**config.mk**
```make
export PLATFORM = sky130hd
export DESIGN_NAME = cache_controller_flat
export DESIGN_NICKNAME = d
export VERILOG_FILES = /design/src/source/cache_pkg.sv /design/src/source/cache_ports.sv /design/src/source/cache_controller.sv /design/src/flat_wrapper.sv
export SDC_FILE = /design/constraint.sdc
export NUM_CORES = 1
export LEC_CHECK = 0
export ABC_CLOCK_PERIOD_IN_PS = 5600
export BUFFER_PORTS_ARGS = -buffer_cell sky130_fd_sc_hd__buf_2
export CAP_MARGIN = 20
export CORE_AREA = 2 2 207 209
export DETAILED_ROUTE_END_ITERATION = 12
export DIE_AREA = 0 0 209 211
export HOLD_SLACK_MARGIN = 0.05
export PLACE_DENSITY = 0.41
export SLEW_MARGIN = 20
export SYNTH_ARGS = -nofsm -noshare
export SYNTH_HDL_FRONTEND = slang
export SYNTH_SLANG_ARGS = --single-unit
```
**constraint.sdc**
```tcl
create_clock -name clk -period 5.6 [get_ports clk]
set_input_delay 0.28 -clock clk [delete_from_list [all_inputs] [get_ports clk]]
set_output_delay 0.28 -clock clk [all_outputs]
set_load 0.01 [all_outputs]
```
**src/source/cache_pkg.sv**
```systemverilog
package cache_pkg;

    // address layout, high to low: tag | index | offset | byte
    localparam int ADDR_BITS      = 32;
    localparam int BYTE_BITS      = 3;
    localparam int OFFSET_BITS    = 4;
    localparam int INDEX_BITS     = 3;
    localparam int TAG_BITS       = ADDR_BITS - INDEX_BITS - OFFSET_BITS - BYTE_BITS;

    localparam int WORDS_PER_LINE = 16;
    localparam int NUM_SETS       = 8;
    localparam int NUM_WAYS       = 2;
    localparam int WAY_BITS       = 1;

    localparam int LANE_BITS      = 8;
    localparam int BYTES_PER_WORD = 8;
    localparam int WORD_BITS      = BYTES_PER_WORD * LANE_BITS;

    // flat word storage, all ways and sets
    localparam int DATA_DEPTH     = NUM_WAYS * NUM_SETS * WORDS_PER_LINE;
    localparam int DATA_ADDR_BITS = WAY_BITS + INDEX_BITS + OFFSET_BITS;

    typedef logic [ADDR_BITS-1:0]      addr_t;
    typedef logic [WORD_BITS-1:0]      word_t;
    typedef logic [BYTES_PER_WORD-1:0] strobe_t;
    typedef logic [TAG_BITS-1:0]       tag_t;
    typedef logic [INDEX_BITS-1:0]     index_t;
    typedef logic [OFFSET_BITS-1:0]    offset_t;
    typedef logic [WAY_BITS-1:0]       way_t;

    typedef enum logic [2:0] {
        IDLE,
        LOOKUP,
        WRITEBACK,
        FETCH,
        RESPOND
    } ctrl_state_t;

    function automatic tag_t addr_tag(input addr_t addr);
        return addr[ADDR_BITS-1 -: TAG_BITS];
    endfunction

    function automatic index_t addr_index(input addr_t addr);
        return addr[BYTE_BITS+OFFSET_BITS +: INDEX_BITS];
    endfunction

    function automatic offset_t addr_offset(input addr_t addr);
        return addr[BYTE_BITS +: OFFSET_BITS];
    endfunction

    // byte address of one word inside a line
    function automatic addr_t line_addr(input tag_t tag, input index_t index,
                                        input offset_t offset);
        return {tag, index, offset, {BYTE_BITS{1'b0}}};
    endfunction

endpackage

```
**src/source/cache_ports.sv**
```systemverilog
`timescale 1ns/1ps

interface tag_port_if import cache_pkg::*; ();
    index_t index;
    tag_t   tag;
    logic   fill;
    logic   mark_dirty;
    logic   touch;
    way_t   way;
    logic   hit;
    way_t   hit_way;
    way_t   victim_way;
    logic   victim_dirty;
    tag_t   victim_tag;

    modport ctrl (output index, tag, fill, mark_dirty, touch, way,
                  input  hit, hit_way, victim_way, victim_dirty, victim_tag);
    modport array (input  index, tag, fill, mark_dirty, touch, way,
                   output hit, hit_way, victim_way, victim_dirty, victim_tag);
endinterface

interface data_port_if import cache_pkg::*; ();
    logic    write_en;
    way_t    way;
    index_t  index;
    offset_t offset;
    strobe_t strobe;
    word_t   wdata;
    word_t   rdata;

    modport ctrl (output write_en, way, index, offset, strobe, wdata, input rdata);
    modport array (input write_en, way, index, offset, strobe, wdata, output rdata);
endinterface

```
**src/source/cache_controller.sv**
```systemverilog
`timescale 1ns/1ps

module cache_controller import cache_pkg::*; (
    input  logic      clk,
    input  logic      reset,

    input  logic      dreq_valid,
    input  addr_t     dreq_addr,
    input  strobe_t   dreq_strobe,
    input  word_t     dreq_data,
    output logic      addr_ok,
    output logic      data_ok,
    output word_t     rdata,

    output logic      mem_valid,
    output logic      mem_is_write,
    output addr_t     mem_addr,
    output word_t     mem_wdata,
    input  logic      mem_ready,
    input  logic      mem_last,
    input  word_t     mem_rdata,

    tag_port_if.ctrl  tags,
    data_port_if.ctrl data
);

    ctrl_state_t state;
    offset_t     beat;

    // accepted request
    addr_t   req_addr;
    strobe_t req_strobe;
    word_t   req_data;

    way_t    victim_way;
    tag_t    victim_tag;
    word_t   resp_data;

    logic    accept;
    logic    beat_done;
    logic    lookup_hit;
    tag_t    req_tag;
    index_t  req_index;
    offset_t req_offset;

    assign accept     = dreq_valid && addr_ok;
    assign beat_done  = mem_valid && mem_ready;
    assign lookup_hit = (state == LOOKUP) && tags.hit;

    assign req_tag    = addr_tag(req_addr);
    assign req_index  = addr_index(req_addr);
    assign req_offset = addr_offset(req_addr);

    // processor bus
    assign addr_ok = (state == IDLE);
    assign data_ok = (state == RESPOND);
    assign rdata   = resp_data;

    // memory bus, bursts start at the line base
    assign mem_valid    = (state == WRITEBACK) || (state == FETCH);
    assign mem_is_write = (state == WRITEBACK);
    assign mem_addr     = line_addr(mem_is_write ? victim_tag : req_tag, req_index, beat);
    assign mem_wdata    = data.rdata;

    // tag port
    assign tags.index      = req_index;
    assign tags.tag        = req_tag;
    assign tags.way        = (state == FETCH) ? victim_way : tags.hit_way;
    assign tags.fill       = (state == FETCH) && beat_done && mem_last;
    assign tags.touch      = lookup_hit;
    assign tags.mark_dirty = lookup_hit && (|req_strobe);

    // data port
    assign data.index  = req_index;
    assign data.way    = (state == LOOKUP) ? tags.hit_way : victim_way;
    assign data.offset = (state == LOOKUP) ? req_offset : beat;

    always_comb begin
        if (state == FETCH) begin
            data.write_en = beat_done;
            data.strobe   = '1;
            data.wdata    = mem_rdata;
        end else begin
            // store hit merges bytes in place
            data.write_en = lookup_hit && (|req_strobe);
            data.strobe   = req_strobe;
            data.wdata    = req_data;
        end
    end

    always_ff @(posedge clk) begin
        if (!reset) begin
            state <= IDLE;
            beat  <= '0;
        end else begin
            unique case (state)
                IDLE: begin
                    if (accept) begin
                        state <= LOOKUP;
                    end
                end
                LOOKUP: begin
                    beat <= '0;
                    if (tags.hit) begin
                        state <= RESPOND;
                    end else if (tags.victim_dirty) begin
                        state <= WRITEBACK;
                    end else begin
                        state <= FETCH;
                    end
                end
                WRITEBACK: begin
                    if (beat_done) begin
                        beat <= beat + offset_t'(1);
                        if (mem_last) begin
                            state <= FETCH;
                            beat  <= '0;
                        end
                    end
                end
                FETCH: begin
                    if (beat_done) begin
                        beat <= beat + offset_t'(1);
                        // line installed, look up again
                        if (mem_last) begin
                            state <= LOOKUP;
                        end
                    end
                end
                RESPOND: begin
                    state <= IDLE;
                end
                default: begin
                    state <= IDLE;
                end
            endcase
        end
    end

    always_ff @(posedge clk) begin
        if (accept) begin
            req_addr   <= dreq_addr;
            req_strobe <= dreq_strobe;
            req_data   <= dreq_data;
        end
        if (lookup_hit) begin
            resp_data <= data.rdata;
        end
        // victim held for the whole miss
        if ((state == LOOKUP) && !tags.hit) begin
            victim_way <= tags.victim_way;
            victim_tag <= tags.victim_tag;
        end
    end

endmodule

```
**src/flat_wrapper.sv**
```systemverilog
// flat-port wrapper written by rule: the top's interface ports become plain ports
module cache_controller_flat import cache_pkg::*;
  (clk, reset, dreq_valid, dreq_addr, dreq_strobe, dreq_data, addr_ok, data_ok, rdata, mem_valid, mem_is_write, mem_addr, mem_wdata, mem_ready, mem_last, mem_rdata, tags_index, tags_tag, tags_fill, tags_mark_dirty, tags_touch, tags_way, tags_hit, tags_hit_way, tags_victim_way, tags_victim_dirty, tags_victim_tag, data_write_en, data_way, data_index, data_offset, data_strobe, data_wdata, data_rdata);
  tag_port_if tags_i ();
  data_port_if data_i ();
  input  logic clk;
  input  logic reset;
  input  logic dreq_valid;
  input  addr_t dreq_addr;
  input  strobe_t dreq_strobe;
  input  word_t dreq_data;
  output logic addr_ok;
  output logic data_ok;
  output word_t rdata;
  output logic mem_valid;
  output logic mem_is_write;
  output addr_t mem_addr;
  output word_t mem_wdata;
  input  logic mem_ready;
  input  logic mem_last;
  input  word_t mem_rdata;
  output wire logic [$bits(tags_i.index)-1:0] tags_index;
  output wire logic [$bits(tags_i.tag)-1:0] tags_tag;
  output wire logic [$bits(tags_i.fill)-1:0] tags_fill;
  output wire logic [$bits(tags_i.mark_dirty)-1:0] tags_mark_dirty;
  output wire logic [$bits(tags_i.touch)-1:0] tags_touch;
  output wire logic [$bits(tags_i.way)-1:0] tags_way;
  input wire logic [$bits(tags_i.hit)-1:0] tags_hit;
  input wire logic [$bits(tags_i.hit_way)-1:0] tags_hit_way;
  input wire logic [$bits(tags_i.victim_way)-1:0] tags_victim_way;
  input wire logic [$bits(tags_i.victim_dirty)-1:0] tags_victim_dirty;
  input wire logic [$bits(tags_i.victim_tag)-1:0] tags_victim_tag;
  output wire logic [$bits(data_i.write_en)-1:0] data_write_en;
  output wire logic [$bits(data_i.way)-1:0] data_way;
  output wire logic [$bits(data_i.index)-1:0] data_index;
  output wire logic [$bits(data_i.offset)-1:0] data_offset;
  output wire logic [$bits(data_i.strobe)-1:0] data_strobe;
  output wire logic [$bits(data_i.wdata)-1:0] data_wdata;
  input wire logic [$bits(data_i.rdata)-1:0] data_rdata;
  assign tags_index = tags_i.index;
  assign tags_tag = tags_i.tag;
  assign tags_fill = tags_i.fill;
  assign tags_mark_dirty = tags_i.mark_dirty;
  assign tags_touch = tags_i.touch;
  assign tags_way = tags_i.way;
  assign tags_i.hit = tags_hit;
  assign tags_i.hit_way = tags_hit_way;
  assign tags_i.victim_way = tags_victim_way;
  assign tags_i.victim_dirty = tags_victim_dirty;
  assign tags_i.victim_tag = tags_victim_tag;
  assign data_write_en = data_i.write_en;
  assign data_way = data_i.way;
  assign data_index = data_i.index;
  assign data_offset = data_i.offset;
  assign data_strobe = data_i.strobe;
  assign data_wdata = data_i.wdata;
  assign data_i.rdata = data_rdata;
  cache_controller u_core (.clk(clk), .reset(reset), .dreq_valid(dreq_valid), .dreq_addr(dreq_addr), .dreq_strobe(dreq_strobe), .dreq_data(dreq_data), .addr_ok(addr_ok), .data_ok(data_ok), .rdata(rdata), .mem_valid(mem_valid), .mem_is_write(mem_is_write), .mem_addr(mem_addr), .mem_wdata(mem_wdata), .mem_ready(mem_ready), .mem_last(mem_last), .mem_rdata(mem_rdata), .tags(tags_i), .data(data_i));
endmodule
```
# Yosys cells after proc, flatten, opt, wreduce, memory -nomap -nowiden
# Cells that the tools add are included.
[word_totals]
register_bits = 198
word_cells = 51
out_inout_bits = 274
[op_classes]
n_reduce_logical = 14
muxes = 19
add_sub_neg = 1
n_eq_ne = 9
[op_table]
columns = ["cell", "n"]
rows = [
  ["64-bit two-way mux", 1],
  ["22-bit two-way mux", 1],
  ["3-bit two-way mux", 6],
  ["4-bit two-way mux", 4],
  ["3-bit one-hot mux with 4 select lines", 1],
  ["4-bit one-hot mux with 3 select lines", 1],
  ["8-bit two-way mux", 1],
  ["2-bit != test, second input constant", 4],
  ["8-bit OR reduction", 1],
  ["1-bit logical AND", 7],
  ["3-bit by 2-bit equality test with 1-bit output, second input constant", 2],
  ["5-bit AND reduction", 1],
  ["4-bit by 1-bit adder with 4-bit output, second input constant", 1],
  ["1-bit two-way mux", 4],
  ["3-bit by 1-bit equality test with 1-bit output, second input constant", 1],
  ["3-bit equality test, second input constant", 1],
  ["3-bit zero test", 1],
  ["3-bit AND reduction", 1],
  ["3-bit nonzero test", 1],
  ["2-bit by 1-bit != test with 1-bit output, second input constant", 1],
  ["1-bit zero test", 1],
  ["1-bit logical OR", 1],
]

# Logic depth before layout (Yosys ltp)
[logic_depth]
ltp_word = 5
mapped_depth = 8

# Worst setup path before layout
# OpenSTA, ideal clock, no wires.
[synth_timing]
path_type = "flip-flop to flip-flop"
startpoint = "reg u_core.state[0]"
endpoint = "reg u_core.req_addr[10], enable pin"
slack_ps = 1936
arrival_ps = 3193
path_stages_with_launch = 4
required_time_ps = 5129
setup_time_ps = 471
path_cell_list = "dfxtp_1 > buf_6 > nor3_1 > and2_1"
[synth_between]
elab_chain_cells = 2
[synth_rtl]
columns = ["item", "line_no", "rtl"]
rows = [
  ["start: declaration", "cache_controller.sv:27", "ctrl_state_t state;"],
  ["start signal: assignment", "cache_controller.sv:93", "state <= IDLE;"],
  ["start signal: assignment", "cache_controller.sv:99", "state <= LOOKUP;"],
  ["start signal: assignment", "cache_controller.sv:105", "state <= RESPOND;"],
  ["3-bit zero test", "cache_controller.sv:55", "assign addr_ok = (state == IDLE);"],
  ["net addr_ok", "flat_wrapper.sv:12", "output logic addr_ok;"],
  ["1-bit logical AND", "cache_controller.sv:46", "assign accept = dreq_valid && addr_ok;"],
  ["net u_core.accept", "cache_controller.sv:39", "logic accept;"],
  ["end signal: assignment", "cache_controller.sv:142", "req_addr <= dreq_addr;"],
  ["end: declaration", "cache_controller.sv:31", "addr_t req_addr;"],
]
# The timed path passes the listed nets, and every way through them passes these cells.
# A chain may end at the register's enable or synchronous reset.

# Final worst setup path
[layout_timing]
startpoint = "reg u_core.state[0]"
endpoint = "out data_write_en"
[layout_between]
elab_chain_cells = 4
word_cells_on_any_way = 8
[layout_rtl]
columns = ["item", "line_no", "rtl"]
rows = [
  ["3-bit by 1-bit equality test with 1-bit output, or another cell as far along", "cache_controller.sv:48", "assign lookup_hit = (state == LOOKUP) && tags.hit;"],
  ["1-bit logical AND / 1-bit logical OR (equally long branches)", "cache_controller.sv:48, cache_controller.sv:60", ""],
  ["1-bit logical AND (on tied branches)", "cache_controller.sv:85, cache_controller.sv:47", ""],
  ["1-bit two-way mux *", "cache_controller.sv:79", "if (state == FETCH) begin"],
  ["end: declaration", "flat_wrapper.sv:33", "output wire logic [$bits(data_i.write_en)-1:0] data_write_en;"],
]
# Mark *: on every way between the ends. The rest lies on a longest branch, timed or not.

==> impl_metrics.json <==
{
  "grt_usage_pct": 12.73,
  "period_needed_ns": 3.634,
  "cts-htree-levels": 4,
  "cp-start-kind": "register",
  "drtAntennaViolNets": 0,
  "yosysWarnings": 0,
  "min_period_over_period_pct": 64.90,
  "setup_violations": 0,
  "clk_latency_ns": 0.49,
  "fillers": 4328,
  "tns_ns": 0,
  "num_antenna_cells": 0,
  "rsz0062_at_grt": "false",
  "avgSynthCellArea_um2": 13.62,
  "grt_max_degree": 74,
  "synth_edf_count": 188,
  "slew_violations": 0,
  "status": "complete, no violations",
  "die_height_um": 211,
  "drt_wl_total_mm": 28.18,
  "ir_drop_uv": 198.0,
  "clkTransAtPathRegs_ns": 0.07,
  "start_util_pct": 19.41,
  "cp_max_fo": 66,
  "grt_pass1_wl_mm": 40.36,
  "finalHoldViolCount": 0,
  "cts_buffers": 17,
  "cts_tree": "yes",
  "cpPeakStageDelay_ns": 0.85,
  "clock_skew_ns": 0.01959,
  "report.power.total_mw": 4.095,
  "gp_congestion": 0.7456,
  "power_density_mw_per_mm2": 314.0,
  "fmax_ghz": 0.2752,
  "grt_overflow": 0,
  "slew_headroom_pct": 35.88,
  "ys_top_cells_by_area": "edfxtp_1 70%, buf_4 9.4%, nand2_1 9.2%, mux2_2 3.6%, dfxtp_1 1.7%",
  "first_global_vias": 6863,
  "cap_violations": 0,
  "tightest_slew_ns": 0.9619,
  "std_cell_rows": 75,
  "ys.flop_type": "edfxtp_1",
  "required_ns": 5.32,
  "cp_top_family": "simple AND/OR/NAND/NOR gates",
  "drc_errors": 0,
  "crit_arrival_ns": 3.35,
  "area_delta_synth_final_pct": 60.89,
  "critPathSlowestCell": "and2_4",
  "leakage_nw": 5.811,
  "synth_top_cell_area_share_pct": 69.64,
  "clockRootBuffer": "clkbuf_16",
  "critical_path_buf_inv_count": 1,
  "grt_antenna_before_repair": 1,
  "worstSetupPathType": "reg -> out",
  "io_pins": 537,
  "dr_total_vias": 6567,
  "clock_path_buffers": 2,
  "drtIter0Drc": 256,
  "die_w_um": 209,
  "ys_types": 38,
  "floorplan.die_area_mm2": 0.04410,
  "yosysSeqAreaShare_pct": 71.37,
  "fin_nets": 1484,
  "wire_per_inst_um": 15.90,
  "ys_ff_latch": 195,
  "first_pass_iters": 4,
  "syn_area_mm2": 0.008107,
  "via_per_inst": 3.706,
  "post_cts_buffers": 0,
  "synthCells": 595,
  "core_area_mm2": 0.04176,
  "dp_hpwl_mm": 20.27,
  "drive_gt1_share_pct": 48.50,
  "cts.sinks": 195,
  "crit_chain": "nor3b_4 -> and2_4 -> a21boi_4 -> a21o_1 -> buf_2",
  "async_flop_share_pct": 0,
  "io_buffers": 530,
  "yosysTopAreaCell": "edfxtp_1",
  "min_path_type": "in -> reg",
  "cp-end-kind": "primary output"
}
-- per-stage QoR --
stage	instance area, um^2	hold slack, ns	utilization, %	cells	setup slack (ns)
CTS	13040	0.06308	31.23	1772	1.800
global placement	10600	0.4576	25.38	1550	2.413
floorplan	8114	0.3789	-	597	1.936
global route	13040	0.08486	31.23	1772	1.694
detailed placement	10600	0.4581	25.38	1550	2.377
finish	13040	0.1197	31.23	1772	1.966
-- cell usage in the layout (no fill, tap or decap), types with 2 or more instances in the layout --
cell type,count
conb_1,3
clkbuf_16,17
clkinv_2,2
and2_1,2
and2_4,2
mux2_2,26
clkinv_4,2
buf_2,530
buf_4,3
nor3b_1,2
o21ai_0,4
nand3_1,3
and3_1,4
nand2_1,199
nand2b_1,9
nor4_1,2
dfxtp_1,7
clkinvlp_4,2
nor3_1,2
dlygate4sd3_1,190
inv_6,3
a21oi_1,2
nor2b_4,2
edfxtp_1,188
clkbuf_1,4
nor2_1,3
-- cell usage after synthesis (3+ instances only) --
library cell  number
and2_1             3
and3_1             5
buf_1              3
buf_2              4
buf_4            102
buf_6              6
clkbuf_1           4
dfxtp_1            7
edfxtp_1         188
mux2_2            26
nand2_1          199
nand2b_1           9
nand3_1            3
nor2_1             3
o21ai_0            4
-- routing by layer --
layer | wire length (um) | track usage [%] | share of wire (%) | vias to the layer above
li1 | - | - | - | 3193
met5 | 0 | 0 | 0 | -
met4 | 416 | 4.655 | 1.5 | 0
met1 | 11110 | 14.00 | 39 | 3045
met2 | 14670 | 22.49 | 52 | 305
met3 | 1978 | 4.654 | 7.0 | 24
-- sequential cells by signal, summed over array words and instances, names as in the netlist --
| name | count |
|---|---|
| u_core.req_data | 64 |
| u_core.state | 3 |
| u_core.victim_way | 1 |
| u_core.req_addr | 29 |
| u_core.victim_tag | 22 |
| u_core.rdata | 64 |
| u_core.req_strobe | 8 |
| u_core.beat | 4 |
-- what timing repair did --
| action | CTS | global route |
|---|---|---|
| hold buffers | 190 | 0 |
| hold endpoints to repair | 190 | 0 |
| resized for setup | 0 | 0 |
-- layout make-up --
class | count | area, um^2 | share of cell area (%)
inverters | 2 | 7.507 | 0.05756
well taps | 539 | 674.4 | 5.171
multi-input cells | 281 | 1455 | 11.16
clock inverters | 11 | 102.6 | 0.7866
flip-flops and latches | 195 | 5786 | 44.36
repair buffers | 723 | 4577 | 35.09
clock buffers | 21 | 440.4 | 3.377
-- worst register-to-register path, cell delays in order, from the launching register on --
cell and delay [ns]:
dfxtp_1 0.65, nor3b_4 0.66, and2_4 0.85
-- report_power, final --
group / switching (mW) / internal (mW) / leakage (nW) / total [mW]
clock: 0.583 / 0.614 / 0.260 / 1.20
combinational: 0.572 / 0.441 / 3.75 / 1.01
sequential: 0.0659 / 1.82 / 1.80 / 1.88
total: 1.22 / 2.87 / 5.81 / 4.09
-- cell families (layout without fill, tap and decap cells) --
logic type               Yosys count  in the layout  synth area share, %
AO/OA/AOI/OAI                     13             13                1.189
buffers and inverters            121            757                10.94
adder cells (fa/ha/maj)            1              1               0.1543
AND/OR/NAND/NOR                  237            237                12.56
other                              1              3              0.04626
flip-flops                       195            195                71.37
multiplexers                      27             27                3.735
-- worst paths after layout --
path                                                      to                    startpoint  slack [ns]  cells past startpoint
worst max-delay path                           data_write_en  u_core.state[0]$_SDFFE_PN0P_        1.97                      5
worst min-delay path            u_core.state[1]$_SDFFE_PN0P_                         reset        0.12                      3
worst max register to register    u_core.rdata[48]$_DFFE_PP_  u_core.state[0]$_SDFFE_PN0P_        2.97                      2
worst min register to register   u_core.beat[3]$_SDFFE_PN0P_   u_core.beat[3]$_SDFFE_PN0P_        0.61                      2
(Power assumes the default switching activity.)
