==> src/source/cache_pkg.sv <==
package cache_pkg;

    // address layout, high to low: tag | index | offset | byte
    localparam int ADDR_BITS      = 32;
    localparam int BYTE_BITS      = 3;
    localparam int OFFSET_BITS    = 4;
    localparam int INDEX_BITS     = 3;
    localparam int TAG_BITS       = ADDR_BITS - INDEX_BITS - OFFSET_BITS - BYTE_BITS;

    localparam int WORDS_PER_LINE = 16;
    localparam int NUM_SETS       = 8;
    localparam int NUM_WAYS       = 2;
    localparam int WAY_BITS       = 1;

    localparam int LANE_BITS      = 8;
    localparam int BYTES_PER_WORD = 8;
    localparam int WORD_BITS      = BYTES_PER_WORD * LANE_BITS;

    // flat word storage, all ways and sets
    localparam int DATA_DEPTH     = NUM_WAYS * NUM_SETS * WORDS_PER_LINE;
    localparam int DATA_ADDR_BITS = WAY_BITS + INDEX_BITS + OFFSET_BITS;

    typedef logic [ADDR_BITS-1:0]      addr_t;
    typedef logic [WORD_BITS-1:0]      word_t;
    typedef logic [BYTES_PER_WORD-1:0] strobe_t;
    typedef logic [TAG_BITS-1:0]       tag_t;
    typedef logic [INDEX_BITS-1:0]     index_t;
    typedef logic [OFFSET_BITS-1:0]    offset_t;
    typedef logic [WAY_BITS-1:0]       way_t;

    typedef enum logic [2:0] {
        IDLE,
        LOOKUP,
        WRITEBACK,
        FETCH,
        RESPOND
    } ctrl_state_t;

    function automatic tag_t addr_tag(input addr_t addr);
        return addr[ADDR_BITS-1 -: TAG_BITS];
    endfunction

    function automatic index_t addr_index(input addr_t addr);
        return addr[BYTE_BITS+OFFSET_BITS +: INDEX_BITS];
    endfunction

    function automatic offset_t addr_offset(input addr_t addr);
        return addr[BYTE_BITS +: OFFSET_BITS];
    endfunction

    // byte address of one word inside a line
    function automatic addr_t line_addr(input tag_t tag, input index_t index,
                                        input offset_t offset);
        return {tag, index, offset, {BYTE_BITS{1'b0}}};
    endfunction

endpackage

==> src/source/cache_ports.sv <==
`timescale 1ns/1ps

interface tag_port_if import cache_pkg::*; ();
    index_t index;
    tag_t   tag;
    logic   fill;
    logic   mark_dirty;
    logic   touch;
    way_t   way;
    logic   hit;
    way_t   hit_way;
    way_t   victim_way;
    logic   victim_dirty;
    tag_t   victim_tag;

    modport ctrl (output index, tag, fill, mark_dirty, touch, way,
                  input  hit, hit_way, victim_way, victim_dirty, victim_tag);
    modport array (input  index, tag, fill, mark_dirty, touch, way,
                   output hit, hit_way, victim_way, victim_dirty, victim_tag);
endinterface


==> src/source/tag_array.sv <==
`timescale 1ns/1ps

module tag_array import cache_pkg::*; (
    input logic       clk,
    input logic       reset,
    tag_port_if.array tags
);

    logic [NUM_WAYS-1:0] valid [NUM_SETS];
    logic [NUM_WAYS-1:0] dirty [NUM_SETS];
    tag_t                tag_mem [NUM_SETS][NUM_WAYS];
    // way to evict next in each set
    way_t                lru [NUM_SETS];

    logic [NUM_WAYS-1:0] set_valid;
    logic [NUM_WAYS-1:0] match;
    way_t                hit_way;
    way_t                victim;

    assign set_valid = valid[tags.index];

    always_comb begin
        for (int w = 0; w < NUM_WAYS; w++) begin
            match[w] = set_valid[w] && (tag_mem[tags.index][w] == tags.tag);
        end
    end

    always_comb begin
        hit_way = '0;
        for (int w = 0; w < NUM_WAYS; w++) begin
            if (match[w]) begin
                hit_way = way_t'(w);
            end
        end
    end

    // lowest invalid way wins, else lru
    always_comb begin
        victim = lru[tags.index];
        for (int w = NUM_WAYS - 1; w >= 0; w--) begin
            if (!set_valid[w]) begin
                victim = way_t'(w);
            end
        end
    end

    assign tags.hit          = |match;
    assign tags.hit_way      = hit_way;
    assign tags.victim_way   = victim;
    assign tags.victim_dirty = set_valid[victim] && dirty[tags.index][victim];
    assign tags.victim_tag   = tag_mem[tags.index][victim];

    always_ff @(posedge clk) begin
        if (!reset) begin
            for (int s = 0; s < NUM_SETS; s++) begin
                valid[s] <= '0;
                lru[s]   <= '0;
            end
        end else begin
            if (tags.fill) begin
                valid[tags.index][tags.way] <= 1'b1;
            end
            // two ways, so the other one becomes lru
            if (tags.touch) begin
                lru[tags.index] <= ~tags.way;
            end
        end
    end

    // dirty only counts while the way is valid
    always_ff @(posedge clk) begin
        if (tags.fill) begin
            tag_mem[tags.index][tags.way] <= tags.tag;
            dirty[tags.index][tags.way]   <= 1'b0;
        end else if (tags.mark_dirty) begin
            dirty[tags.index][tags.way]   <= 1'b1;
        end
    end

endmodule

==> src/flat_wrapper.sv <==
// flat-port wrapper written by rule: the top's interface ports become plain ports
module tag_array_flat import cache_pkg::*;
  (clk, reset, tags_index, tags_tag, tags_fill, tags_mark_dirty, tags_touch, tags_way, tags_hit, tags_hit_way, tags_victim_way, tags_victim_dirty, tags_victim_tag);
  tag_port_if tags_i ();
  input logic clk;
  input logic reset;
  input wire logic [$bits(tags_i.index)-1:0] tags_index;
  input wire logic [$bits(tags_i.tag)-1:0] tags_tag;
  input wire logic [$bits(tags_i.fill)-1:0] tags_fill;
  input wire logic [$bits(tags_i.mark_dirty)-1:0] tags_mark_dirty;
  input wire logic [$bits(tags_i.touch)-1:0] tags_touch;
  input wire logic [$bits(tags_i.way)-1:0] tags_way;
  output wire logic [$bits(tags_i.hit)-1:0] tags_hit;
  output wire logic [$bits(tags_i.hit_way)-1:0] tags_hit_way;
  output wire logic [$bits(tags_i.victim_way)-1:0] tags_victim_way;
  output wire logic [$bits(tags_i.victim_dirty)-1:0] tags_victim_dirty;
  output wire logic [$bits(tags_i.victim_tag)-1:0] tags_victim_tag;
  assign tags_i.index = tags_index;
  assign tags_i.tag = tags_tag;
  assign tags_i.fill = tags_fill;
  assign tags_i.mark_dirty = tags_mark_dirty;
  assign tags_i.touch = tags_touch;
  assign tags_i.way = tags_way;
  assign tags_hit = tags_i.hit;
  assign tags_hit_way = tags_i.hit_way;
  assign tags_victim_way = tags_i.victim_way;
  assign tags_victim_dirty = tags_i.victim_dirty;
  assign tags_victim_tag = tags_i.victim_tag;
  tag_array u_core (.clk(clk), .reset(reset), .tags(tags_i));
endmodule
==> config.mk <==
export PLATFORM = sky130hd
export DESIGN_NAME = tag_array_flat
export DESIGN_NICKNAME = d
export VERILOG_FILES = /design/src/source/cache_pkg.sv /design/src/source/cache_ports.sv /design/src/source/tag_array.sv /design/src/flat_wrapper.sv
export SDC_FILE = /design/constraint.sdc
export NUM_CORES = 1
export LEC_CHECK = 0
export BUFFER_PORTS_ARGS = -buffer_cell sky130_fd_sc_hd__buf_2
export CAP_MARGIN = 0
export CORE_UTILIZATION = 60
export DETAILED_ROUTE_END_ITERATION = 8
export GPL_TIMING_DRIVEN = 0
export PLACE_DENSITY = 0.8
export SYNTH_ARGS = -nofsm -noshare
export SYNTH_HDL_FRONTEND = slang
export SYNTH_SLANG_ARGS = --single-unit
==> constraint.sdc <==
create_clock -name clk -period 8.1 [get_ports clk]
set_clock_uncertainty 0.15 [all_clocks]
set_input_delay 0.405 -clock clk [delete_from_list [all_inputs] [get_ports clk]]
set_output_delay 0.405 -clock clk [all_outputs]
set_load 0.01 [all_outputs]
======== After elaboration in Yosys (flattened, before gate mapping) ========
Memory sizes are Yosys's and may differ from the RTL's.
Index checks and enable logic that the tools add are counted.
W data, S select, Z words.
cells by class
  bitwise operators ....................... 5
  div/mod/pow operators ................... 0
  shift operators ......................... 0
  magnitude comparators ................... 6
  reductions and logical operators ........ 8
  eq/ne operators ......................... 2
  add/sub/neg operators ................... 0
  mux-type cells .......................... 34
  multipliers ............................. 0
operators by type and width
  operator              count
  $mux W22              4
  $eq A22 B22 Y1        2
  $mux W44              1
  $demux W22 S1         1
  $mux W1               20
  $mux W2               5
  $mux W3               2
  $logic_and A1 B1 Y1   5
  $ge A2 B2 Y1 const B  2
  $lt A1 B2 Y1 const B  2
  $not A1 Y2            2
  $reduce_or A2 Y1      2
  $lt A2 B1 Y1 const B  1
  $or A1 B1 Y1          2
  $demux W1 S1          1
  $ge A1 B1 Y1 const B  1
  $not A1 Y1            1
  $reduce_or A1 Y1      1
word-level totals
  memories ................................ 4
  word-level logic and storage cells ...... 59
  register bits after elaboration ......... 0
  memory bits (read-only) ................. 0
  bits in writable memories ............... 392
  bits in latches ......................... 0
memory list
  name            words  width  rd ports  clocked after Yosys merged registers in  write ports  RTL line         source
  u_core.tag_mem  8      44     1         0                                        1            tag_array.sv:11  tag_t tag_mem [NUM_SETS][NUM_WAYS];
  u_core.dirty    8      2      1         0                                        1            tag_array.sv:10  logic [NUM_WAYS-1:0] dirty [NUM_SETS];
  u_core.valid    8      2      1         0                                        8            tag_array.sv:9   logic [NUM_WAYS-1:0] valid [NUM_SETS];
  u_core.lru      8      1      1         0                                        8            tag_array.sv:13  way_t lru [NUM_SETS];

======== Logic depth before layout (Yosys ltp) ========
Gate-level depths: netlist (run 1).
  word-level depth ........................ 7
  gate-level depth with buffers ........... 12
  mapped depth without buffers ............ 8

======== Worst setup path before layout (run 1) ========
Ideal clock, no wire load.
  path type ............................... input port to flip-flop
  start ................................... input tags_index[2]
  end ..................................... memory u_core.tag_mem[2][22] (netlist name) (enable)
  stages .................................. 7
  arrival ................................. 3.054 ns
  path slack .............................. 4.465 ns
  required time ........................... 7.519 ns
  library setup time ...................... 0.431 ns
  path through ............................ buf_6 buf_6 buf_4 buf_2 buf_2 clkbuf_1 nor3_1
RTL lines
  what             RTL line           source
  start, declared  flat_wrapper.sv:7  input wire logic [$bits(tags_i.index)-1:0] tags_index;
  end, declared    tag_array.sv:11
Straight into the memory's write port.

======== Worst setup path after layout (run 1) ========
  start ................................... input tags_index[0]
  end ..................................... output tags_hit
on the way
  word-level cells in the longest chain between the ends .. 4
RTL lines
  what                  RTL line            source
  $mem_v2 Z8 W44        n/a
  $eq A22 B22 Y1        tag_array.sv:24     match[w] = set_valid[w] && (tag_mem[tags.index][w] == tags.tag);
  $logic_and A1 B1 Y1   tag_array.sv:24
  $reduce_or A2 Y1 (*)  tag_array.sv:47     assign tags.hit = |match;
  end, declared         flat_wrapper.sv:13  output wire logic [$bits(tags_i.hit)-1:0] tags_hit;
Mark *: on every way between the ends. The rest lies on a longest branch, timed or not.

==> metrics.md, run 1 <==
| Metric | Value |
|---|---|
| Max Clk Rate | 242.0 MHz |
| M3 GR Usage | 5.591% |
| Stages on worst setup path | 11 |
| Required @ worst endpoint | 7.55 ns |
| Place WS | 4.099 ns |
| Vias/cell | 6.734 |
| Die height | 165.6 um |
| Startpoint types | input port |
| Most common cell in the netlist | edfxtp_1 |
| Lkg Pwr | 6.409 nW |
| Post-route setup TNS | 0 ns |
| Min Hold Slack | 0.1079 ns |
| Post-CTS Setup Inserts | 0 |
| Final number of setup-violating endpoints | 0 |
| VDD IR-drop max | 0.2846 mV |
| CP bufs+invs | 5 |
| FP Rows | 59 |
| Synthesis-to-finish area growth | 14.48% |
| Grt ovf | 0 |
| Syn Inst Count | 928 |
| CP cell instances | buf_4 > nor2b_1 > buf_2 > buf_2 > buf_2 > a22oi_1 > o21ai_1 > xnor2_1 > nor4_1 > a41o_1 > buf_2 |
| Post-layout util | 70.37% |
| Setup crit end kind | output pin |
| Synth Register Bits | 392 |
| FF+latch area | 11530 um2 |
| WS Path Type | in2out |
| Ratio of cells with drive above 1 in the final layout | 21.66% |
| WP data arrival | 3.58 ns |
| Antenna-violating nets left | 0 |
| Core area | 26130 um2 |
| Num CTS Buffers | 39 |
| Clock tree buffer depth | 3 |
| Pre-Repair DR Iteration Count | 8 |
| Fraction of registers with async set/reset | 0% |
| Via Count | 9414 |
| Leading area contributor after synthesis | edfxtp_1 |
| Total power | 4.382 mW |
| Routed Wire Length | 41890 um |
| CP top delay family | buffers and inverters |
| DIE AREA | 27430 um2 |
| CTS tree | built |
| Global routing's busiest layer | met2 |
| Multi-input gate area | 4243 um2 |
| Global-route wire length before repair | 60550 um |
| Avg Inst Size Synth | 17.31 um2 |
| CTS Root Cell | clkbuf_16 |
| Least-Margin Pin Slew | 1.012 ns |
| PostCTS Resize Cnt | 0 |
| Met1 Track Usage GR | 43.35% |
| CP peak stage delay | 0.85 ns |
| CTS H-Tree Depth | 2 |
| HPWL Detailed | 25870 um |
| Vias in the first global route | 9282 |
| Max_slew headroom | 32.51% |
| Failing checks | DRC |
| Sequential-to-total area share from yosys stat | 71.79% |
| Avg WL per Cell | 29.96 um |
| Nets@finish | 1067 |
| Ys flop type | edfxtp_1 |
| Number of synthesized flops with an enable pin | 368 |
| Total GRT Usage | 30.95% |
| # placed instances | 1330 |
| Synth area leaders | edfxtp_1, mux2i_1, mux4_2, dfxtp_1, a22oi_1 |
| # fillers | 1621 |
| Ys Warns | 0 |
| CP Max Fanout | 10 |
| Post-CTS Hold Buffers | 0 |
| Area post-placement | 17140 um2 |
| Final Instance Area | 18390 um2 |
| Post-Syn Area | 16060 um2 |
| Yosys cell types | 61 |
| I/O Pins | 57 |
| Slew Limit Fails | 0 |
| GR Util met2 | 47.83% |
| RSZ-0062 raised after global routing | no |
| Clk Latency, worst-skew pair | 0.52 ns |
| Most used cell, CP | buf_2 |
| Hold path depth | 3 |
| Pwr Density | 238.3 nW/um2 |
| Final hold vios | 0 |
| Worst Hold Class | in2reg |
| Sink Count | 392 |
| Post-route insts no fill | 1398 |
| Clock transition at path regs | 0.06 ns |
| Setup ws final | 3.968 ns |
| Initial antenna violation count | 1 |
| Final Cycle Share | 51.02% |
| Post-synth top area share | 68.80% |
| DRC | 20 |
| Initial Util | 61.47% |
| Global placer's final weighted congestion | 0.9227 |
| R2R cell count | 2 |
| Status | finished, violations left |
| Initial DRC count | 1315 |
| Crit path time final | 4.132 ns |
| Mapped Nets | 959 |
| Most common library cells after synthesis | edfxtp_1, mux2i_1, nor2_1 |
| Largest net degree at the start of global routing | 24 |
| PortBufs | 53 |
| Slowest-stage cell, CP | nor4_1 |
| Die width | 165.6 um |
| Max-Cap Viols | 0 |
[path summary, 6_finish.rpt]
check	from	to	slack (ns)
worst max-delay path	tags_index[0]	tags_hit	3.97
worst min-delay path	tags_touch	u_core.lru[2]$_DFF_P_	0.11
worst max register to register	u_core.lru[5]$_DFF_P_	u_core.lru[5]$_DFF_P_	7.04
worst min register to register	u_core.valid[3][0]$_DFF_P_	u_core.valid[3][0]$_DFF_P_	0.33
[state kept, by name, summed over array words and instances, names as in the netlist]
signal / flops
u_core.valid: 16
u_core.lru: 8
u_core.tag_mem: 352
u_core.dirty: 16
[report_power, final]
group          total, mW  leakage, nW  internal, mW  switching, mW
clock               1.77        0.620          1.04          0.729
combinational      0.343         2.29         0.120          0.223
sequential          2.27         3.49          2.26         0.0108
[layout by cell type, fill, tap and decap left out, types with 5 or more instances in the layout]
master / netlist / routed
a21oi_1: 16 / 16
a22oi_1: 45 / 45
a311oi_1: 7 / 7
a31oi_1: 6 / 6
buf_16: 0 / 6
buf_2: 16 / 69
buf_4: 10 / 10
buf_6: 12 / 18
clkbuf_1: 8 / 14
clkbuf_16: 0 / 42
clkinv_1: 0 / 6
dfxtp_1: 24 / 24
edfxtp_1: 368 / 368
mux2i_1: 125 / 125
mux2i_4: 5 / 5
mux4_2: 32 / 32
nand2_1: 33 / 33
nor2_1: 75 / 61
nor2_4: 1 / 15
nor3_1: 12 / 10
nor4_1: 5 / 5
o21ai_0: 8 / 8
o21ai_1: 9 / 9
xnor2_1: 25 / 25
xor2_1: 19 / 19
[layout make-up]
type	count	share of cell area [%]
tap	335	2.279
sequential	392	62.71
buffer	51	2.082
clock inverter	13	0.6124
inverter	5	0.1157
multi-input combinational	480	23.07
timing repair buffer	67	2.926
antenna	1	0.01361
clock buffer	54	6.192
[worst register-to-register path, delay by kind of cell, from the launching register on]
kind / cells / cell delay, ns
DFF: 1 / 0.34
AOI/OAI and AO/OA: 2 / 0.45
[kinds of logic after synthesis]
| family | count (synthesis) | share of synthesized area, % |
|---|---|---|
| AOI/OAI and AO/OA | 111 | 4.868 |
| muxes | 172 | 14.07 |
| DFF | 392 | 71.79 |
| buffers and inverters | 56 | 2.516 |
| and+or+nand+nor | 153 | 4.362 |
| xor gates and xnor gates | 44 | 2.399 |
[per-layer routing]
metal  wire length (um)  vias to the layer above
met1              16040                     4739
met4               2133                        0
met3               4476                      146
met2              19230                      648
met5                  0                        -
li1                   -                     3881
No activity file was read; power rests on OpenSTA's default activity.
==> run 2: changes to the inputs <==
--- a/config.mk
+++ b/config.mk
@@ -7,10 +7,10 @@
 export LEC_CHECK = 0
 export BUFFER_PORTS_ARGS = -buffer_cell sky130_fd_sc_hd__buf_2
 export CAP_MARGIN = 0
-export CORE_UTILIZATION = 60
+export CORE_UTILIZATION = 56
 export DETAILED_ROUTE_END_ITERATION = 8
 export GPL_TIMING_DRIVEN = 0
-export PLACE_DENSITY = 0.8
+export PLACE_DENSITY = 0.78
 export SYNTH_ARGS = -nofsm -noshare
 export SYNTH_HDL_FRONTEND = slang
 export SYNTH_SLANG_ARGS = --single-unit
==> constraint.sdc (replaced) <==
create_clock -name clk -period 3.7 [get_ports clk]
set_clock_uncertainty 0.15 [all_clocks]
set_input_delay 0.185 -clock clk [delete_from_list [all_inputs] [get_ports clk]]
set_output_delay 0.185 -clock clk [all_outputs]
set_load 0.01 [all_outputs]
==> run 2 against run 1 <==
Net effect:
- the flow now finishes without violations
- sequential share of layout area fell by 1.2 points
- highest routed layer unchanged
- critical path type is now reg2out
- design area is 1.9% higher
- worst hold slack got worse by 0.073 ns
==> metrics.md, run 2 (synthesis results as in run 1) <==
| Metric | Value |
|---|---|
| Clk Latency, worst-skew pair | 0.53 ns |
| Top reg by flops | u_core.tag_mem |
| # fillers | 1859 |
| Initial Util | 57.35% |
| RSZ-0062 raised after global routing | no |
| Max reg flops | 352 |
| Setup ws final | 0.1068 ns |
| Vias/cell | 6.429 |
| HPWL Detailed | 26550 um |
| Initial DRC count | 1401 |
| Worst hold start | tags_mark_dirty |
| Global placer's final weighted congestion | 0.9057 |
| Startpoint types | flop |
| Status | complete, no violations |
| Multi-input gate area | 4243 um2 |
| CTS tree | built |
| Largest registers | u_core.tag_mem x352, u_core.dirty x16, u_core.valid x16 |
| Post-route setup TNS | 0 ns |
| Die width | 171.4 um |
| Sink Count | 392 |
| R2R cell count | 3 |
| Place WS | 0.3742 ns |
| Least-Margin Pin Slew | 1.013 ns |
| Critical path startpoint | u_core.valid[7][0]$_DFF_P_ |
| Nets@finish | 1098 |
| CTS H-Tree Depth | 2 |
| Slew Limit Fails | 0 |
| Crit path time final | 3.593 ns |
| # placed instances | 1376 |
| Hold path depth | 2 |
| Min Hold Slack | 0.03484 ns |
| WP data arrival | 3.26 ns |
| Pwr Density | 510.3 nW/um2 |
| Clock tree buffer depth | 3 |
| Max_slew headroom | 32.13% |
| Commonest cells after routing, fill and taps aside | edfxtp_1, mux2i_1, buf_2 |
| Total power | 9.565 mW |
| Endpoint, Worst Hold | u_core.dirty[3][0]$_DFFE_PP_ |
| Lkg Pwr | 6.520 nW |
| Critical R2R Launch | u_core.lru[1]$_DFF_P_ |
| Routed Wire Length | 42380 um |
| FF+latch area | 11530 um2 |
| CTS Root Cell | clkbuf_16 |
| Antenna-violating nets left | 0 |
| CP Max Fanout | 10 |
| Synthesis-to-finish area growth | 16.69% |
| Via Count | 9483 |
| Required @ worst endpoint | 3.37 ns |
| VDD IR-drop max | 0.4094 mV |
| Global-route wire length before repair | 61030 um |
| WS Path Type | reg2out |
| Largest net degree at the start of global routing | 24 |
| Reg-to-reg setup timing slack | 2.30 ns |
| Reg2Reg Capture Point | u_core.lru[1]$_DFF_P_ |
| Avg WL per Cell | 28.73 um |
| Ratio of cells with drive above 1 in the final layout | 20.88% |
| PortBufs | 53 |
| FP Rows | 61 |
| Final Cycle Share | 97.11% |
| Num CTS Buffers | 40 |
| Setup crit end kind | output pin |
| ANT cells | 0 |
| Final hold vios | 0 |
| Total GRT Usage | 29.91% |
| Core area | 28010 um2 |
| Post-route insts no fill | 1475 |
| DIE AREA | 29360 um2 |
| Max Clk Rate | 278.3 MHz |
| Final number of setup-violating endpoints | 0 |
| Max-Cap Viols | 0 |
| Initial antenna violation count | 0 |
| Pre-Repair DR Iteration Count | 6 |
| Die height | 171.4 um |
| Most common cell after layout, fill and taps aside | edfxtp_1 |
| DRC | 0 |
| Clock transition at path regs | 0.06 ns |
| Vias in the first global route | 9312 |
| Worst Hold Class | in2reg |
| Grt ovf | 0 |
| I/O Pins | 57 |
-- run 2: cell types whose count changed in the layout (fill, tap and decap cells not counted), moves of 2 or more --
| cell | previous run | this run |
|---|---|---|
| clkbuf_2 | 2 | 0 |
| clkbuf_8 | 4 | 1 |
| buf_12 | 4 | 9 |
| dlygate4sd3_1 | 0 | 27 |
| inv_6 | 0 | 2 |
| clkbuf_1 | 14 | 23 |
-- run 2: how the worst max path moves through the flow --
| stage | cells past startpoint | endpoint | slack (ns) |
|---|---|---|---|
| finish | 8 | tags_victim_tag[10] | 0.11 |
| global placement | 7 | u_core.tag_mem[2][42]$_DFFE_PP_ | -2.10 |
| global route | 8 | tags_victim_tag[17] | 0.1 |
| CTS | 8 | tags_victim_tag[10] | 0.20 |
| detailed placement | 10 | tags_victim_tag[10] | 0.37 |
| floorplan | 7 | u_core.tag_mem[2][22]$_DFFE_PP_ | 0.29 |
-- run 2: critical path, stage by stage, from the launching register on --
cell and delay [ns]:
dfxtp_1 0.31, mux2i_1 0.16, o32ai_1 0.10, nor3_1 0.71, o21bai_1 0.21, buf_2 0.33, buf_6 0.27, mux2i_1 0.42
buf_2 0.21
-- run 2: timing repair --
| action | 4_1_cts | 5_1_grt |
|---|---|---|
| hold buffers | 27 | 0 |
| gates resized for setup | 0 | 0 |
| setup buffers | 0 | 0 |
| hold endpoints to repair | 367 | 0 |
-- run 2: layout make-up --
class | instances | share of cell area [%]
clock inverters | 15 | 0.6809
inverters | 5 | 0.1135
multi-input cells | 480 | 22.64
repair buffers | 97 | 4.639
plain buffers | 51 | 2.043
clock buffers | 57 | 5.847
well taps | 378 | 2.523
flip-flops and latches | 392 | 61.52
-- run 2: layer usage --
layer | vias up | track usage (%) | part of all wire, %
li1 | 3955 | - | -
met1 | 4752 | 42.38 | 40
met2 | 643 | 46.06 | 46
met3 | 133 | 5.108 | 9.9
met4 | 0 | 12.93 | 4.1
met5 | - | 0 | 0
-- run 2: report_power, final --
group | switching (mW) | leakage (nW) | internal, mW | total [mW]
registers | 0.0233 | 3.49 | 4.94 | 4.96
clock network | 1.62 | 0.593 | 2.20 | 3.83
logic | 0.492 | 2.43 | 0.283 | 0.775
total | 2.14 | 6.52 | 7.43 | 9.56
-- run 2: through the flow --
| stage | area, um2 | utilization [%] |
|---|---|---|
| floorplan | 16060 | - |
| global placement | 16800 | 59.98 |
| detailed placement | 17250 | 61.58 |
| CTS | 18740 | 66.92 |
| global route | 18740 | 66.92 |
| finish | 18740 | 66.92 |
==> run 3: changes to the inputs <==
--- a/config.mk
+++ b/config.mk
@@ -7,10 +7,12 @@
 export LEC_CHECK = 0
 export BUFFER_PORTS_ARGS = -buffer_cell sky130_fd_sc_hd__buf_2
 export CAP_MARGIN = 0
-export CORE_UTILIZATION = 56
+export CELL_PAD_IN_SITES_DETAIL_PLACEMENT = 1
+export CELL_PAD_IN_SITES_GLOBAL_PLACEMENT = 2
+export CORE_UTILIZATION = 42
 export DETAILED_ROUTE_END_ITERATION = 8
 export GPL_TIMING_DRIVEN = 0
-export PLACE_DENSITY = 0.78
+export PLACE_DENSITY = 0.77
 export SYNTH_ARGS = -nofsm -noshare
 export SYNTH_HDL_FRONTEND = slang
 export SYNTH_SLANG_ARGS = --single-unit
==> run 3 against run 2 <==
Net effect:
- maximum frequency is 0.74% higher
- worst hold slack better by 0.0017 ns
- critical path type is now in2out
- critical endpoint is now tags_hit
- die area is 33% higher
==> metrics.md, run 3 (synthesis results as in run 1) <==
| Metric | Value |
|---|---|
| CP top delay family | simple AND/OR/NAND/NOR gates |
| Routed Wire Length | 46540 um |
| CP bufs+invs | 3 |
| Ratio of cells with drive above 1 in the final layout | 21.69% |
| Num CTS Buffers | 42 |
| # fillers | 3565 |
| Clock Power Share | 42.0% |
| Hold path depth | 3 |
| Lkg Pwr | 6.608 nW |
| Startpoint types | input port |
| Total power | 9.906 mW |
| Pwr Density | 519.0 nW/um2 |
| Global-route wire length before repair | 67390 um |
| CTS H-Tree Depth | 2 |
| Sink Count | 392 |
| CP Max Fanout | 10 |
| Reg power frac | 50.1% |
| Largest registers | u_core.tag_mem x352, u_core.dirty x16, u_core.valid x16 |
| Initial antenna violation count | 0 |
| Clock tree buffer depth | 3 |
| Max-Cap Viols | 0 |
| Max_slew headroom | 20.53% |
| Final Instance Area | 19090 um2 |
| Clock transition at path regs | 0.05 ns |
| Initial DRC count | 914 |
| Grt ovf | 0 |
| Reg-to-reg setup timing slack | 2.30 ns |
| Die height | 197.6 um |
| RSZ-0062 raised after global routing | no |
| Core area | 37670 um2 |
| Antenna-violating nets left | 0 |
| Clk Latency, worst-skew pair | 0.54 ns |
| CTS Root Cell | clkbuf_16 |
| WS Path Type | in2out |
| Largest net degree at the start of global routing | 23 |
| Area post-placement | 17460 um2 |
| Stages on worst setup path | 11 |
| Sw frac | 22.20% |
| DRC | 0 |
| Max Clk Rate | 280.4 MHz |
| FP Rows | 71 |
| Nets@finish | 1103 |
| PortBufs | 53 |
| Max reg flops | 352 |
| Die width | 197.6 um |
| Commonest cells after routing, fill and taps aside | edfxtp_1, mux2i_1, buf_2 |
| WP data arrival | 3.23 ns |
| Internal | 7.707 mW |
| Total GRT Usage | 24.60% |
| Required @ worst endpoint | 3.37 ns |
| Setup crit end kind | output pin |
| DIE AREA | 39030 um2 |
| Crit path time final | 3.567 ns |
| HPWL Detailed | 29930 um |
| Top reg by flops | u_core.tag_mem |
| Setup ws final | 0.1331 ns |
| Most common cell after layout, fill and taps aside | edfxtp_1 |
| Global placer's final weighted congestion | 0.8042 |
| Status | complete, no violations |
| CTS tree | built |
| Avg WL per Cell | 28.85 um |
| Slew Limit Fails | 0 |
| Final Cycle Share | 96.40% |
| Initial Util | 42.65% |
| Least-Margin Pin Slew | 1.189 ns |
| Worst Hold Class | in2reg |
| Slowest-stage cell, CP | buf_2 |
| Synthesis-to-finish area growth | 18.82% |
| R2R cell count | 3 |
| Pre-Repair DR Iteration Count | 5 |
| Place WS | 0.1377 ns |
| Comb power frac | 7.9% |
| Vias/cell | 5.695 |
| Vias in the first global route | 9648 |
| CP peak stage delay | 0.41 ns |
| Via Count | 9186 |
| Final number of setup-violating endpoints | 0 |
| Post-CTS Setup Inserts | 0 |
| VDD IR-drop max | 0.4228 mV |
| Final hold vios | 0 |
| Switching power total | 2.199 mW |
| ANT cells | 0 |
| I/O Pins | 57 |
| CP cell instances | buf_4 > and2b_1 > buf_2 > a22oi_1 > a22oi_1 > xor2_1 > nand4_1 > nor4_1 > and4_1 > a41o_1 > buf_2 |
-- run 3: cell types whose count changed in the layout (fill, tap and decap cells not counted), sizes merged --
| cell | delta |
|---|---|
| bufinv | +2 |
| clkinv | +4 |
| clkbuf | -3 |
| inv | -1 |
| buf | +3 |
-- run 3: layout make-up --
cell class,count,area [um2],area share (%)
flip-flops and latches,392,11530,60.42
well taps,511,639.4,3.350
inverters,5,21.27,0.1114
repair buffers,100,909.6,4.766
multi-input cells,480,4243,22.23
plain buffers,51,382.9,2.006
clock buffers,54,1159,6.071
clock inverters,20,200.2,1.049
-- run 3: path summary, 6_finish.rpt --
| path | from | to |
|---|---|---|
| worst max-delay path | tags_index[0] | tags_hit |
| worst min-delay path | tags_mark_dirty | u_core.dirty[6][1]$_DFFE_PP_ |
| worst max register to register | u_core.lru[1]$_DFF_P_ | u_core.lru[1]$_DFF_P_ |
| worst min register to register | u_core.valid[7][0]$_DFF_P_ | u_core.valid[7][0]$_DFF_P_ |
-- run 3: worst min-delay path: stages --
cell,delay (ns)
buf_2,0.09
o21ai_1,0.16
nor2_1,0.15
-- run 3: layer usage --
layer	routed length, um	track usage, %
met4	1037	7.005
met1	20180	33.68
met5	0	0
met2	22680	40.45
met3	2640	4.132
-- run 3: power groups by stage --
stage	clock network [mW]	registers [mW]	logic, mW
after floorplan	0	5.05	0.428
after global placement	0	5.05	0.720
after detailed placement	0	5.06	0.759
after CTS	4.22	4.96	0.787
after global routing	4.38	4.97	0.834
final	4.16	4.96	0.785
-- run 3: through the flow --
| stage | instances | hold WS (ns) | utilization, % | setup TNS, ns |
|---|---|---|---|---|
| 2_1_floorplan | 928 | 0.1339 | - | 0 |
| 3_3_place_gp | 1492 | 0.2955 | 45.05 | -435.30 |
| 3_5_place_dp | 1512 | 0.3111 | 46.35 | 0 |
| 4_1_cts | 1613 | 0.02208 | 50.67 | 0 |
| 5_1_grt | 1613 | 0.07200 | 50.67 | 0 |
| 6_report | 1613 | 0.03659 | 50.67 | 0 |
-- run 3: timing repair --
item / in CTS / in global routing
setup endpoints to repair: 0 / 0
endpoints found under the hold margin: 367 / 0
hold buffers: 27 / 0
gates resized for setup: 0 / 0
